==> config.mk <==
export PLATFORM = sky130hd
export DESIGN_NAME = sram_subsys_top
export DESIGN_NICKNAME = d
export VERILOG_FILES = /design/src/rtl/sram_pkg.sv /design/src/rtl/sram_subsys_top.sv /design/src/rtl/sram_bridge.sv /design/src/rtl/bus_cycle_fsm.sv /design/src/rtl/bus_phase_timer.sv
export SDC_FILE = /design/constraint.sdc
export NUM_CORES = 1
export LEC_CHECK = 0
export BUFFER_PORTS_ARGS = -buffer_cell sky130_fd_sc_hd__buf_2
export CAP_MARGIN = 20
export CORE_UTILIZATION = 47
export DETAILED_ROUTE_END_ITERATION = 16
export PLACE_DENSITY_LB_ADDON = 0.05
export SETUP_SLACK_MARGIN = 0.1
export SYNTH_ARGS = -nofsm -noshare
export SYNTH_HDL_FRONTEND = slang
export SYNTH_HIERARCHICAL = 1
export SYNTH_SLANG_ARGS = --single-unit
==> constraint.sdc <==
create_clock -name clk -period 2.8 [get_ports clk]
set_clock_uncertainty 0.05 [all_clocks]
set_input_delay 0.56 -clock clk [delete_from_list [all_inputs] [get_ports clk]]
set_output_delay 0.56 -clock clk [all_outputs]
set_load 0.05 [all_outputs]
==> src/rtl/sram_pkg.sv <==
/*
 * shared definitions for the SRAM subsystem
 * bank geometry localparams, slot phase type,
 * host request struct and chipset bus command struct
 */

package sram_pkg;

	// eight banks of 512 KB each
	localparam int BANK_COUNT = 8;
	localparam int BANK_SEL_BITS = $clog2(BANK_COUNT);
	// word offset inside one bank, byte address bits 18:1
	localparam int BANK_ADDR_BITS = 18;
	// 21-bit word address on the SRAM pins
	localparam int SRAM_ADDR_BITS = BANK_SEL_BITS + BANK_ADDR_BITS;
	// top bit of the host byte address
	localparam int ADDR_MSB = 23;

	// four phases of the bus slot, one system clock each
	typedef enum logic [1:0] {
		Q0 = 2'd0,
		Q1 = 2'd1,
		Q2 = 2'd2,
		Q3 = 2'd3
	} phase_t;

	// host request, 42 bits
	typedef struct packed {
		// byte address without bit 0
		logic [ADDR_MSB:1] addr;
		logic [15:0] wdata;
		// high for write
		logic we;
		// {upper, lower} byte enable
		logic [1:0] be;
	} host_req_t;

	// registered chipset bus command, 45 bits
	typedef struct packed {
		// one-hot bank select, zero means no access
		logic [BANK_COUNT-1:0] bank;
		logic [BANK_ADDR_BITS:1] address_in;
		logic [15:0] data_in;
		logic rd;
		// high and low byte write
		logic hwr;
		logic lwr;
	} bus_cmd_t;

endpackage
==> src/rtl/sram_subsys_top.sv <==
/*
 * SRAM subsystem top level
 * phase timer, bus cycle FSM and SRAM bridge wired together
 */

`timescale 1ns/1ps

module sram_subsys_top (
	input  logic clk,
	input  logic rst_n,
	// host port
	input  logic req_valid,
	input  sram_pkg::host_req_t req,
	output logic req_ready,
	output logic resp_valid,
	output logic [15:0] rdata,
	// slot enables for the rest of the chipset
	output logic c1,
	output logic c3,
	// SRAM pins
	output logic bhe_n,
	output logic ble_n,
	output logic we_n,
	output logic oe_n,
	output logic [sram_pkg::SRAM_ADDR_BITS-1:0] sram_addr,
	output logic [15:0] sram_wdata,
	input  logic [15:0] sram_rdata
);

	import sram_pkg::*;

	phase_t phase;
	bus_cmd_t cmd;
	// bridge read mux back to the FSM
	logic [15:0] data_out;

	bus_phase_timer bus_phase_timer_inst (
		.clk(clk),
		.rst_n(rst_n),
		.phase(phase),
		.c1(c1),
		.c3(c3)
	);

	bus_cycle_fsm bus_cycle_fsm_inst (
		.clk(clk),
		.rst_n(rst_n),
		.phase(phase),
		.req_valid(req_valid),
		.req(req),
		.req_ready(req_ready),
		.cmd(cmd),
		.data_out(data_out),
		.resp_valid(resp_valid),
		.rdata(rdata)
	);

	sram_bridge sram_bridge_inst (
		.cmd(cmd),
		.data_out(data_out),
		.bhe_n(bhe_n),
		.ble_n(ble_n),
		.we_n(we_n),
		.oe_n(oe_n),
		.sram_addr(sram_addr),
		.sram_wdata(sram_wdata),
		.sram_rdata(sram_rdata)
	);

endmodule

==> src/rtl/sram_bridge.sv <==
/*
 * chipset bus to asynchronous SRAM bridge
 * active-low strobes, bank-encoded SRAM address, read data mux
 */

`timescale 1ns/1ps

module sram_bridge (
	input  sram_pkg::bus_cmd_t cmd,
	output logic [15:0] data_out,
	output logic bhe_n,
	output logic ble_n,
	output logic we_n,
	output logic oe_n,
	output logic [sram_pkg::SRAM_ADDR_BITS-1:0] sram_addr,
	output logic [15:0] sram_wdata,
	input  logic [15:0] sram_rdata
);

	import sram_pkg::*;

	// any bank selected means a real memory cycle
	logic enable;
	logic wr;
	logic [BANK_SEL_BITS-1:0] bank_enc;

	assign enable = |cmd.bank;
	assign wr = cmd.hwr || cmd.lwr;

	// write strobe for the whole command, rises when cmd goes idle in Q3
	assign we_n = !(enable && wr);
	assign oe_n = !(enable && cmd.rd);

	// reads open both lanes
	// writes use the per-byte bits
	assign bhe_n = !(enable && (cmd.rd || cmd.hwr));
	assign ble_n = !(enable && (cmd.rd || cmd.lwr));

	// one-hot to binary for the upper address bits
	// bit 2 = banks 4..7, bit 1 = banks 2,3,6,7, bit 0 = odd banks
	always_comb begin
		bank_enc = '0;
		for (int i = 0; i < BANK_COUNT; i++) begin
			if (cmd.bank[i])
				bank_enc = bank_enc | BANK_SEL_BITS'(i);
		end
	end

	assign sram_addr = {bank_enc, cmd.address_in};

	// split bus, data always driven toward the SRAM
	assign sram_wdata = cmd.data_in;

	// read mux, zero outside an enabled read
	assign data_out = (enable && cmd.rd) ? sram_rdata : 16'h0000;

endmodule

==> src/rtl/bus_cycle_fsm.sv <==
/*
 * bus cycle state machine
 * host request acceptance in Q3, one-hot bank decode,
 * registered bus command, read data capture and response pulse
 */

`timescale 1ns/1ps

module bus_cycle_fsm (
	input  logic clk,
	input  logic rst_n,
	input  sram_pkg::phase_t phase,
	input  logic req_valid,
	input  sram_pkg::host_req_t req,
	output logic req_ready,
	output sram_pkg::bus_cmd_t cmd,
	input  logic [15:0] data_out,
	output logic resp_valid,
	output logic [15:0] rdata
);

	import sram_pkg::*;

	typedef enum logic [1:0] {
		ST_IDLE,
		ST_ACTIVE,
		ST_RESPOND
	} state_t;

	state_t state;

	// control part of the command
	logic [BANK_COUNT-1:0] bank_q;
	logic rd_q;
	logic hwr_q;
	logic lwr_q;

	// payload part held over Q3 so the write data outlives we_n
	logic [BANK_ADDR_BITS:1] offset_q;
	logic [15:0] wdata_q;

	logic accept;
	logic in_range;
	logic [BANK_SEL_BITS-1:0] bank_idx;
	logic [BANK_COUNT-1:0] bank_dec;

	// one slot per request taken only in Q3
	// the timer sits in Q3 during reset, so reset masks the handshake
	assign req_ready = rst_n && req_valid && (phase == Q3);
	assign accept = req_ready;

	// bits 23:22 zero means below 4 MB
	assign in_range = (req.addr[ADDR_MSB:BANK_ADDR_BITS+BANK_SEL_BITS+1] == '0);
	// bits 21:19 pick one of the eight banks
	assign bank_idx = req.addr[BANK_ADDR_BITS+BANK_SEL_BITS:BANK_ADDR_BITS+1];

	always_comb begin
		bank_dec = '0;
		// out of range leaves every bank off
		if (in_range)
			bank_dec[bank_idx] = 1'b1;
	end

	always_ff @(posedge clk or negedge rst_n) begin
		if (!rst_n) begin
			state <= ST_IDLE;
			bank_q <= '0;
			rd_q <= 1'b0;
			hwr_q <= 1'b0;
			lwr_q <= 1'b0;
		end else begin
			case (state)
				ST_IDLE: begin
					if (accept) begin
						state <= ST_ACTIVE;
						bank_q <= bank_dec;
						rd_q <= !req.we;
						hwr_q <= req.we && req.be[1];
						lwr_q <= req.we && req.be[0];
					end
				end
				ST_ACTIVE: begin
					// command lives Q0..Q2 and goes idle in Q3
					if (phase == Q2) begin
						state <= ST_RESPOND;
						bank_q <= '0;
						rd_q <= 1'b0;
						hwr_q <= 1'b0;
						lwr_q <= 1'b0;
					end
				end
				ST_RESPOND: begin
					// back-to-back request overlaps the response
					if (accept) begin
						state <= ST_ACTIVE;
						bank_q <= bank_dec;
						rd_q <= !req.we;
						hwr_q <= req.we && req.be[1];
						lwr_q <= req.we && req.be[0];
					end else begin
						state <= ST_IDLE;
					end
				end
				default: begin
					state <= ST_IDLE;
				end
			endcase
		end
	end

	// offset and write data only move on acceptance
	always_ff @(posedge clk) begin
		if (accept) begin
			offset_q <= req.addr[BANK_ADDR_BITS:1];
			wdata_q <= req.wdata;
		end
	end

	// sample the bridge mux at the edge that ends Q2
	// writes and unmapped reads see zero here
	always_ff @(posedge clk) begin
		if ((state == ST_ACTIVE) && (phase == Q2))
			rdata <= data_out;
	end

	// single Q3 clock without back-pressure
	assign resp_valid = (state == ST_RESPOND);

	assign cmd = '{
		bank: bank_q,
		address_in: offset_q,
		data_in: wdata_q,
		rd: rd_q,
		hwr: hwr_q,
		lwr: lwr_q
	};

endmodule

==> src/rtl/bus_phase_timer.sv <==
/*
 * bus slot phase timer
 * free-running Q0..Q3 counter with registered c1/c3 enables
 */

`timescale 1ns/1ps

module bus_phase_timer (
	input  logic clk,
	input  logic rst_n,
	output sram_pkg::phase_t phase,
	output logic c1,
	output logic c3
);

	import sram_pkg::*;

	phase_t phase_q;
	phase_t phase_next;

	// wraps from Q3 back to Q0 on its own
	assign phase_next = phase_t'(phase_q + 2'd1);

	// reset to Q3 so Q0 comes with the first clock
	always_ff @(posedge clk or negedge rst_n) begin
		if (!rst_n) begin
			phase_q <= Q3;
			c1 <= 1'b0;
			c3 <= 1'b0;
		end else begin
			phase_q <= phase_next;
			// c1 high in Q0 and Q1
			c1 <= (phase_next == Q0) || (phase_next == Q1);
			// c3 high in Q1 and Q2, a quarter slot after c1
			c3 <= (phase_next == Q1) || (phase_next == Q2);
		end
	end

	assign phase = phase_q;

endmodule

After elaboration in Yosys (flattened, before gate mapping) --
Cells that the tools add are included.
Word-level totals: output and inout bits 61, register bits after elaboration 67, logic and storage cells 75, bits of input ports 61
Operators by class: equal/unequal tests 9, reduce and logical (&&, ||, !) cells 28, mux-type cells 24, $lt $le $gt $ge 2, $add $sub $neg 1
Operators by type and width (count):
- 8-bit two-way mux | 3
- 8-bit one-hot mux with 2 select lines | 1
- 3-bit two-way mux | 4
- 1-bit logical AND | 10
- 2-bit == test (second input constant) | 4
- 2-bit two-way mux | 4
- 8-bit OR reduction | 1
- 1-bit two-way mux | 7
- 2-bit logical NOT | 3
- 1-bit one-hot mux with 2 select lines | 3
- 2-bit one-hot mux with 3 select lines | 1
- 1-bit logical NOT | 5
- 1-bit logical OR | 5
- 2-bit by 1-bit == test with 1-bit output (second input constant) | 2
- 3-bit by 4-bit less-than comparator with 1-bit output (second input constant) | 1
- 2-bit by 1-bit != test with 1-bit output (second input constant) | 2
- 1-bit demux with 3-bit select | 1
- 3-bit by 1-bit >= comparator with 1-bit output (second input constant) | 1
- 3-bit AND reduction | 1
- 2-bit by 1-bit adder with 2-bit output (second input constant) | 1
- 2-bit != test (second input constant) | 1
- 2-bit AND reduction | 1
- 2-bit nonzero test | 1
- 2-bit OR reduction | 1

Longest topological paths before layout --
word-level depth 7, depth in mapped cells 5, mapped depth without buffers 3

Hierarchy --
The synthesis kept the hierarchy.
By module, submodules not included:
- bus_cycle_fsm | times used 1, area an instance 2093.3 µm², cells an instance 97, seq. area each 1826.8 µm²
- sram_bridge | times used 1, area an instance 561.8 µm², cells an instance 80, seq. area each 0.0 µm²
- bus_phase_timer | times used 1, area an instance 127.6 µm², cells an instance 8, seq. area each 102.6 µm²

Worst setup path after synthesis --
Ideal clock, no wire load.
kind register to output, from register bus_cycle_fsm_inst.bank_q[6], to output bhe_n, buffers on the path 0, arrival 1.918 ns, required time 2.190 ns, setup slack 0.272 ns, cell stages (with the launch flop) 4, cells stage by stage dfrtp_1 nor4_4 inv_2 o22ai_1
Between the ends: cells in the longest elaborated chain, start to end 3
Ends and longest elaborated chain:
- start, declared | RTL line bus_cycle_fsm.sv:33 | logic [BANK_COUNT-1:0] bank_q;
- start signal, assigned | RTL line bus_cycle_fsm.sv:76 | bank_q <= bank_dec;
- start signal, assigned | RTL line bus_cycle_fsm.sv:96 | bank_q <= bank_dec;
- 8-bit OR reduction | RTL line sram_bridge.sv:27 | assign enable = |cmd.bank;
- 1-bit logical AND | RTL line sram_bridge.sv:36 | assign bhe_n = !(enable && (cmd.rd || cmd.hwr));
- 1-bit logical NOT | RTL line sram_bridge.sv:36
- end, declared | RTL line sram_subsys_top.sv:21 | output logic bhe_n,
No other way between the ends.

Final worst setup path --
from input rst_n, to output req_ready
Between the ends: cells in the longest elaborated chain, start to end 2
Ends and longest elaborated chain:
- start, declared | RTL line sram_subsys_top.sv:10 | input logic rst_n,
- 1-bit logical AND (2 in a row) | RTL line bus_cycle_fsm.sv:49 | assign req_ready = rst_n && req_valid && (phase == Q3);
- end, declared | RTL line sram_subsys_top.sv:14 | output logic req_ready,
No other way between the ends.

==> metrics.md <==
| Metric | Value |
|---|---|
| Status | `finished clean` |
| Critical path class | `in2out` |
| Syn Inst Count | `185` |
| CP Data Required Time | `2.19 ns` |
| Area growth from synthesis to layout | `21.8%` |
| Worst slew pin tran | `0.616 ns` |
| Total CTS buffers | `9` |
| Vias in the first global route | `1646` |
| Routed len/inst | `14.0 µm` |
| Num ports | `122` |
| Fill cell count | `490` |
| Slew HR | `58.9%` |
| Max-slew violations | `0` |
| Global-route wire length before repair | `7910 µm` |
| Die extent in y | `78.9 µm` |
| P per Cell Area | `575 nW/µm²` |
| Total GRT Usage | `~18%` |
| Setup WS pre-CTS | `0.804 ns` |
| Leak | `0.00143 µW` |
| YS warnings | `6` |
| Max Clk Rate | `415 MHz` |
| Synth unique cells | `34` |
| Post-synth net total | `246` |
| Primary FF master, synth | `edfxtp_1` |
| Total core area | `5610 µm²` |
| Most frequent cells after synthesis | `edfxtp_1 (50), buf_4 (37), nand2_1 (16), dfrtp_1 (15), a21oi_2 (10)` |
| CP Capture Type | `output pin` |
| Die Wd | `78.9 µm` |
| Buffers on Ports | `121` |
| Initial Utilization | `49.6%` |
| Final setup TNS | `0 ns` |
| Multi-input combinational cell area | `520 µm²` |
| Register area share after synthesis | `69.3%` |
| Overall power | `about 2000 µW` |
| Root Driver | `clkbuf_8` |
| Final wirelength | `5040 µm` |
| Count leader, synth | `edfxtp_1` |
| Number of enable flip-flop cells after synthesis | `50` |
| Final Hold Fails | `0` |
| Combinational Power Share | `6.1%` |
| # diodes | `0` |
| Mapped Avg Cell Area | `15.0 µm²` |
| Initial antenna violation count | `0` |
| CTS tree | `done` |
| Ranking of synthesized cells by area | `edfxtp_1 (54%), dfrtp_1 (13%), buf_4 (10%)` |
| Antenna viol nets, final | `0` |
| Reg power frac | `55.7%` |
| Worst skew pair latency | `0.33 ns` |
| Max VDD drop | `roughly 0.00035 V` |
| Reg clk slew, reported paths | `0.07 ns` |
| Share of cells above drive strength 1 | `54.4%` |
| Vias per cell | `4.74` |
| Iter 0 DRT Violations | `77` |
| Fin Hold WS | `0.343 ns` |
| Critical Path Start Type | `primary input` |
| Switching Share | `a little over a fifth` |
| Total iterations of the first detailed-routing run | `4` |
| Remaining Overflow, GRT | `0` |
| Count of final setup violators | `0` |
| Buffer depth of the longest clock path | `2` |
| CTS Sinks | `67` |
| Drt drc | `0` |
| Period utilisation layout | `86.1%` |
| Power Internal | `1530 µW` |
| Post-detail-place hpwl | `~3600 µm` |
| Placer Congestion | `0.728` |
| Yosys top cell by area | `edfxtp_1` |
| Setup Buffers After CTS | `0` |
| RSZ-0062 raised after global routing | `false` |
| Post-synthesis register bit count | `67` |
| Tightest Hold Check Type | `in2reg` |
| Netlist Area Pre-Place | `around 2800 µm²` |
| Num rows | `27` |
| Synth top area share | `54.0%` |
| Worst Path Max Fanout | `8` |
| Clk pwr share | `between 30% and 40%` |
| Min cycle time layout | `2.41 ns` |
| Final Worst Setup Slack | `just under 0.4 ns` |
| Worst EP arrival | `1.80 ns` |
| Async SR Flop Fraction | `between 20% and 30%` |
| Max-Cap Viols | `0` |
| Pin count of the biggest net entering global routing | `21` |
| H-tree levels | `3` |
| Die area | `6230 µm²` |
| Sw Pwr | `a little over 400 µW` |
| Via total after detailed routing | `1702` |
| FF+latch area | `between 1500 and 2000 µm²` |
| Fin nets | `343` |
## layout make-up
class                   instances  share of cell area, %
clock buffers                  13                   4.10
clock inverters                 3                   1.14
repair buffers                128                   19.5
flip-flops and latches         67                   56.9
well taps                      72                   2.66
inverters                       3                  0.332
multi-input cells              73                   15.4
## worst paths after layout
kind                                                    start                         endpoint  slack (ns)  depth (start not counted)
max in group asynchronous                               rst_n      bus_cycle_fsm_inst/state[0]        1.79                          3
worst max-delay path                                    rst_n                        req_ready        0.39                          4
worst max register to register  bus_phase_timer_inst/phase[1]     bus_cycle_fsm_inst/rdata[14]        1.19                          3
worst min register to register  bus_phase_timer_inst/phase[0]    bus_phase_timer_inst/phase[0]        0.44                          1
worst min-delay path                                  req[35]  bus_cycle_fsm_inst/offset_q[17]        0.34                          1
min in group asynchronous                               rst_n          bus_phase_timer_inst/c1        0.52                          2
## state kept, by name (all words and copies together) (netlist names)
signal and flops:
bus_cycle_fsm_inst/bank_q 8, bus_cycle_fsm_inst/hwr_q 1, bus_cycle_fsm_inst/lwr_q 1, bus_cycle_fsm_inst/offset_q 18, bus_cycle_fsm_inst/rd_q 1, bus_cycle_fsm_inst/rdata 16, bus_cycle_fsm_inst/state 2, bus_cycle_fsm_inst/wdata_q 16
bus_phase_timer_inst/c1 1, bus_phase_timer_inst/c3 1, bus_phase_timer_inst/phase 2
## critical path, cell delays in order
cell,delay [ns]
dlygate4sd3_1,0.52
buf_2,0.19
and4_1,0.26
buf_2,0.28
## per-stage QoR
step / utilization [%] / instance area (µm²) / cells
finish: 60.4 / 3390 / 359
global route: 60.4 / 3390 / 359
CTS: 60.4 / 3390 / 359
detailed placement: 57.1 / 3200 / 342
global placement: 57.1 / 3200 / 342
floorplan: - / 2780 / 185
## kinds of logic after synthesis
family | Yosys count | share of synthesized area (%)
XOR/XNOR | 2 | 0.630
buffers and inverters | 45 | 12.0
AO/OA/AOI/OAI | 33 | 9.17
flip-flops | 67 | 69.3
AND/OR/NAND/NOR | 38 | 8.90
## power by group through the flow
| stage | Combinational, µW | Clock (µW) | Sequential, µW |
|---|---|---|---|
| global placement | 117 | 0 | 1110 |
| finish | 118 | 744 | 1090 |
| detailed placement | 118 | 0 | 1110 |
| global route | 130 | 813 | 1090 |
| CTS | 119 | 770 | 1080 |
| floorplan | 72.5 | 0 | 1100 |
## routing by layer
metal	global-route usage [%]	share of wire, %
met5	0	0
met2	26.2	47
met4	9.82	2.1
met3	6.21	8.3
met1	22.2	43
## repair_timing
action / CTS / global route
hold endpoints to repair: 3 / 0
hold buffers: 1 / 0
setup endpoints to repair: 0 / 0
gates resized for setup: 0 / 0
## layout by cell type (no fill, tap or decap), types with 2 or more instances in the layout
cell / synthesis / routed
buf_2: 2 / 121
edfxtp_1: 50 / 50
nand2_1: 16 / 16
dfrtp_1: 15 / 15
a21oi_2: 10 / 10
o2bb2ai_1: 9 / 9
clkbuf_8: 0 / 9
buf_4: 37 / 6
a21oi_1: 6 / 6
clkbuf_1: 0 / 4
nor2b_1: 3 / 3
nand3b_1: 3 / 3
o22ai_1: 3 / 3
and2b_1: 2 / 2
nand3_1: 2 / 2
inv_1: 2 / 2
dfstp_2: 2 / 2
nor4_4: 2 / 2
or4_1: 2 / 2
Power figures use the tool's default switching activity.
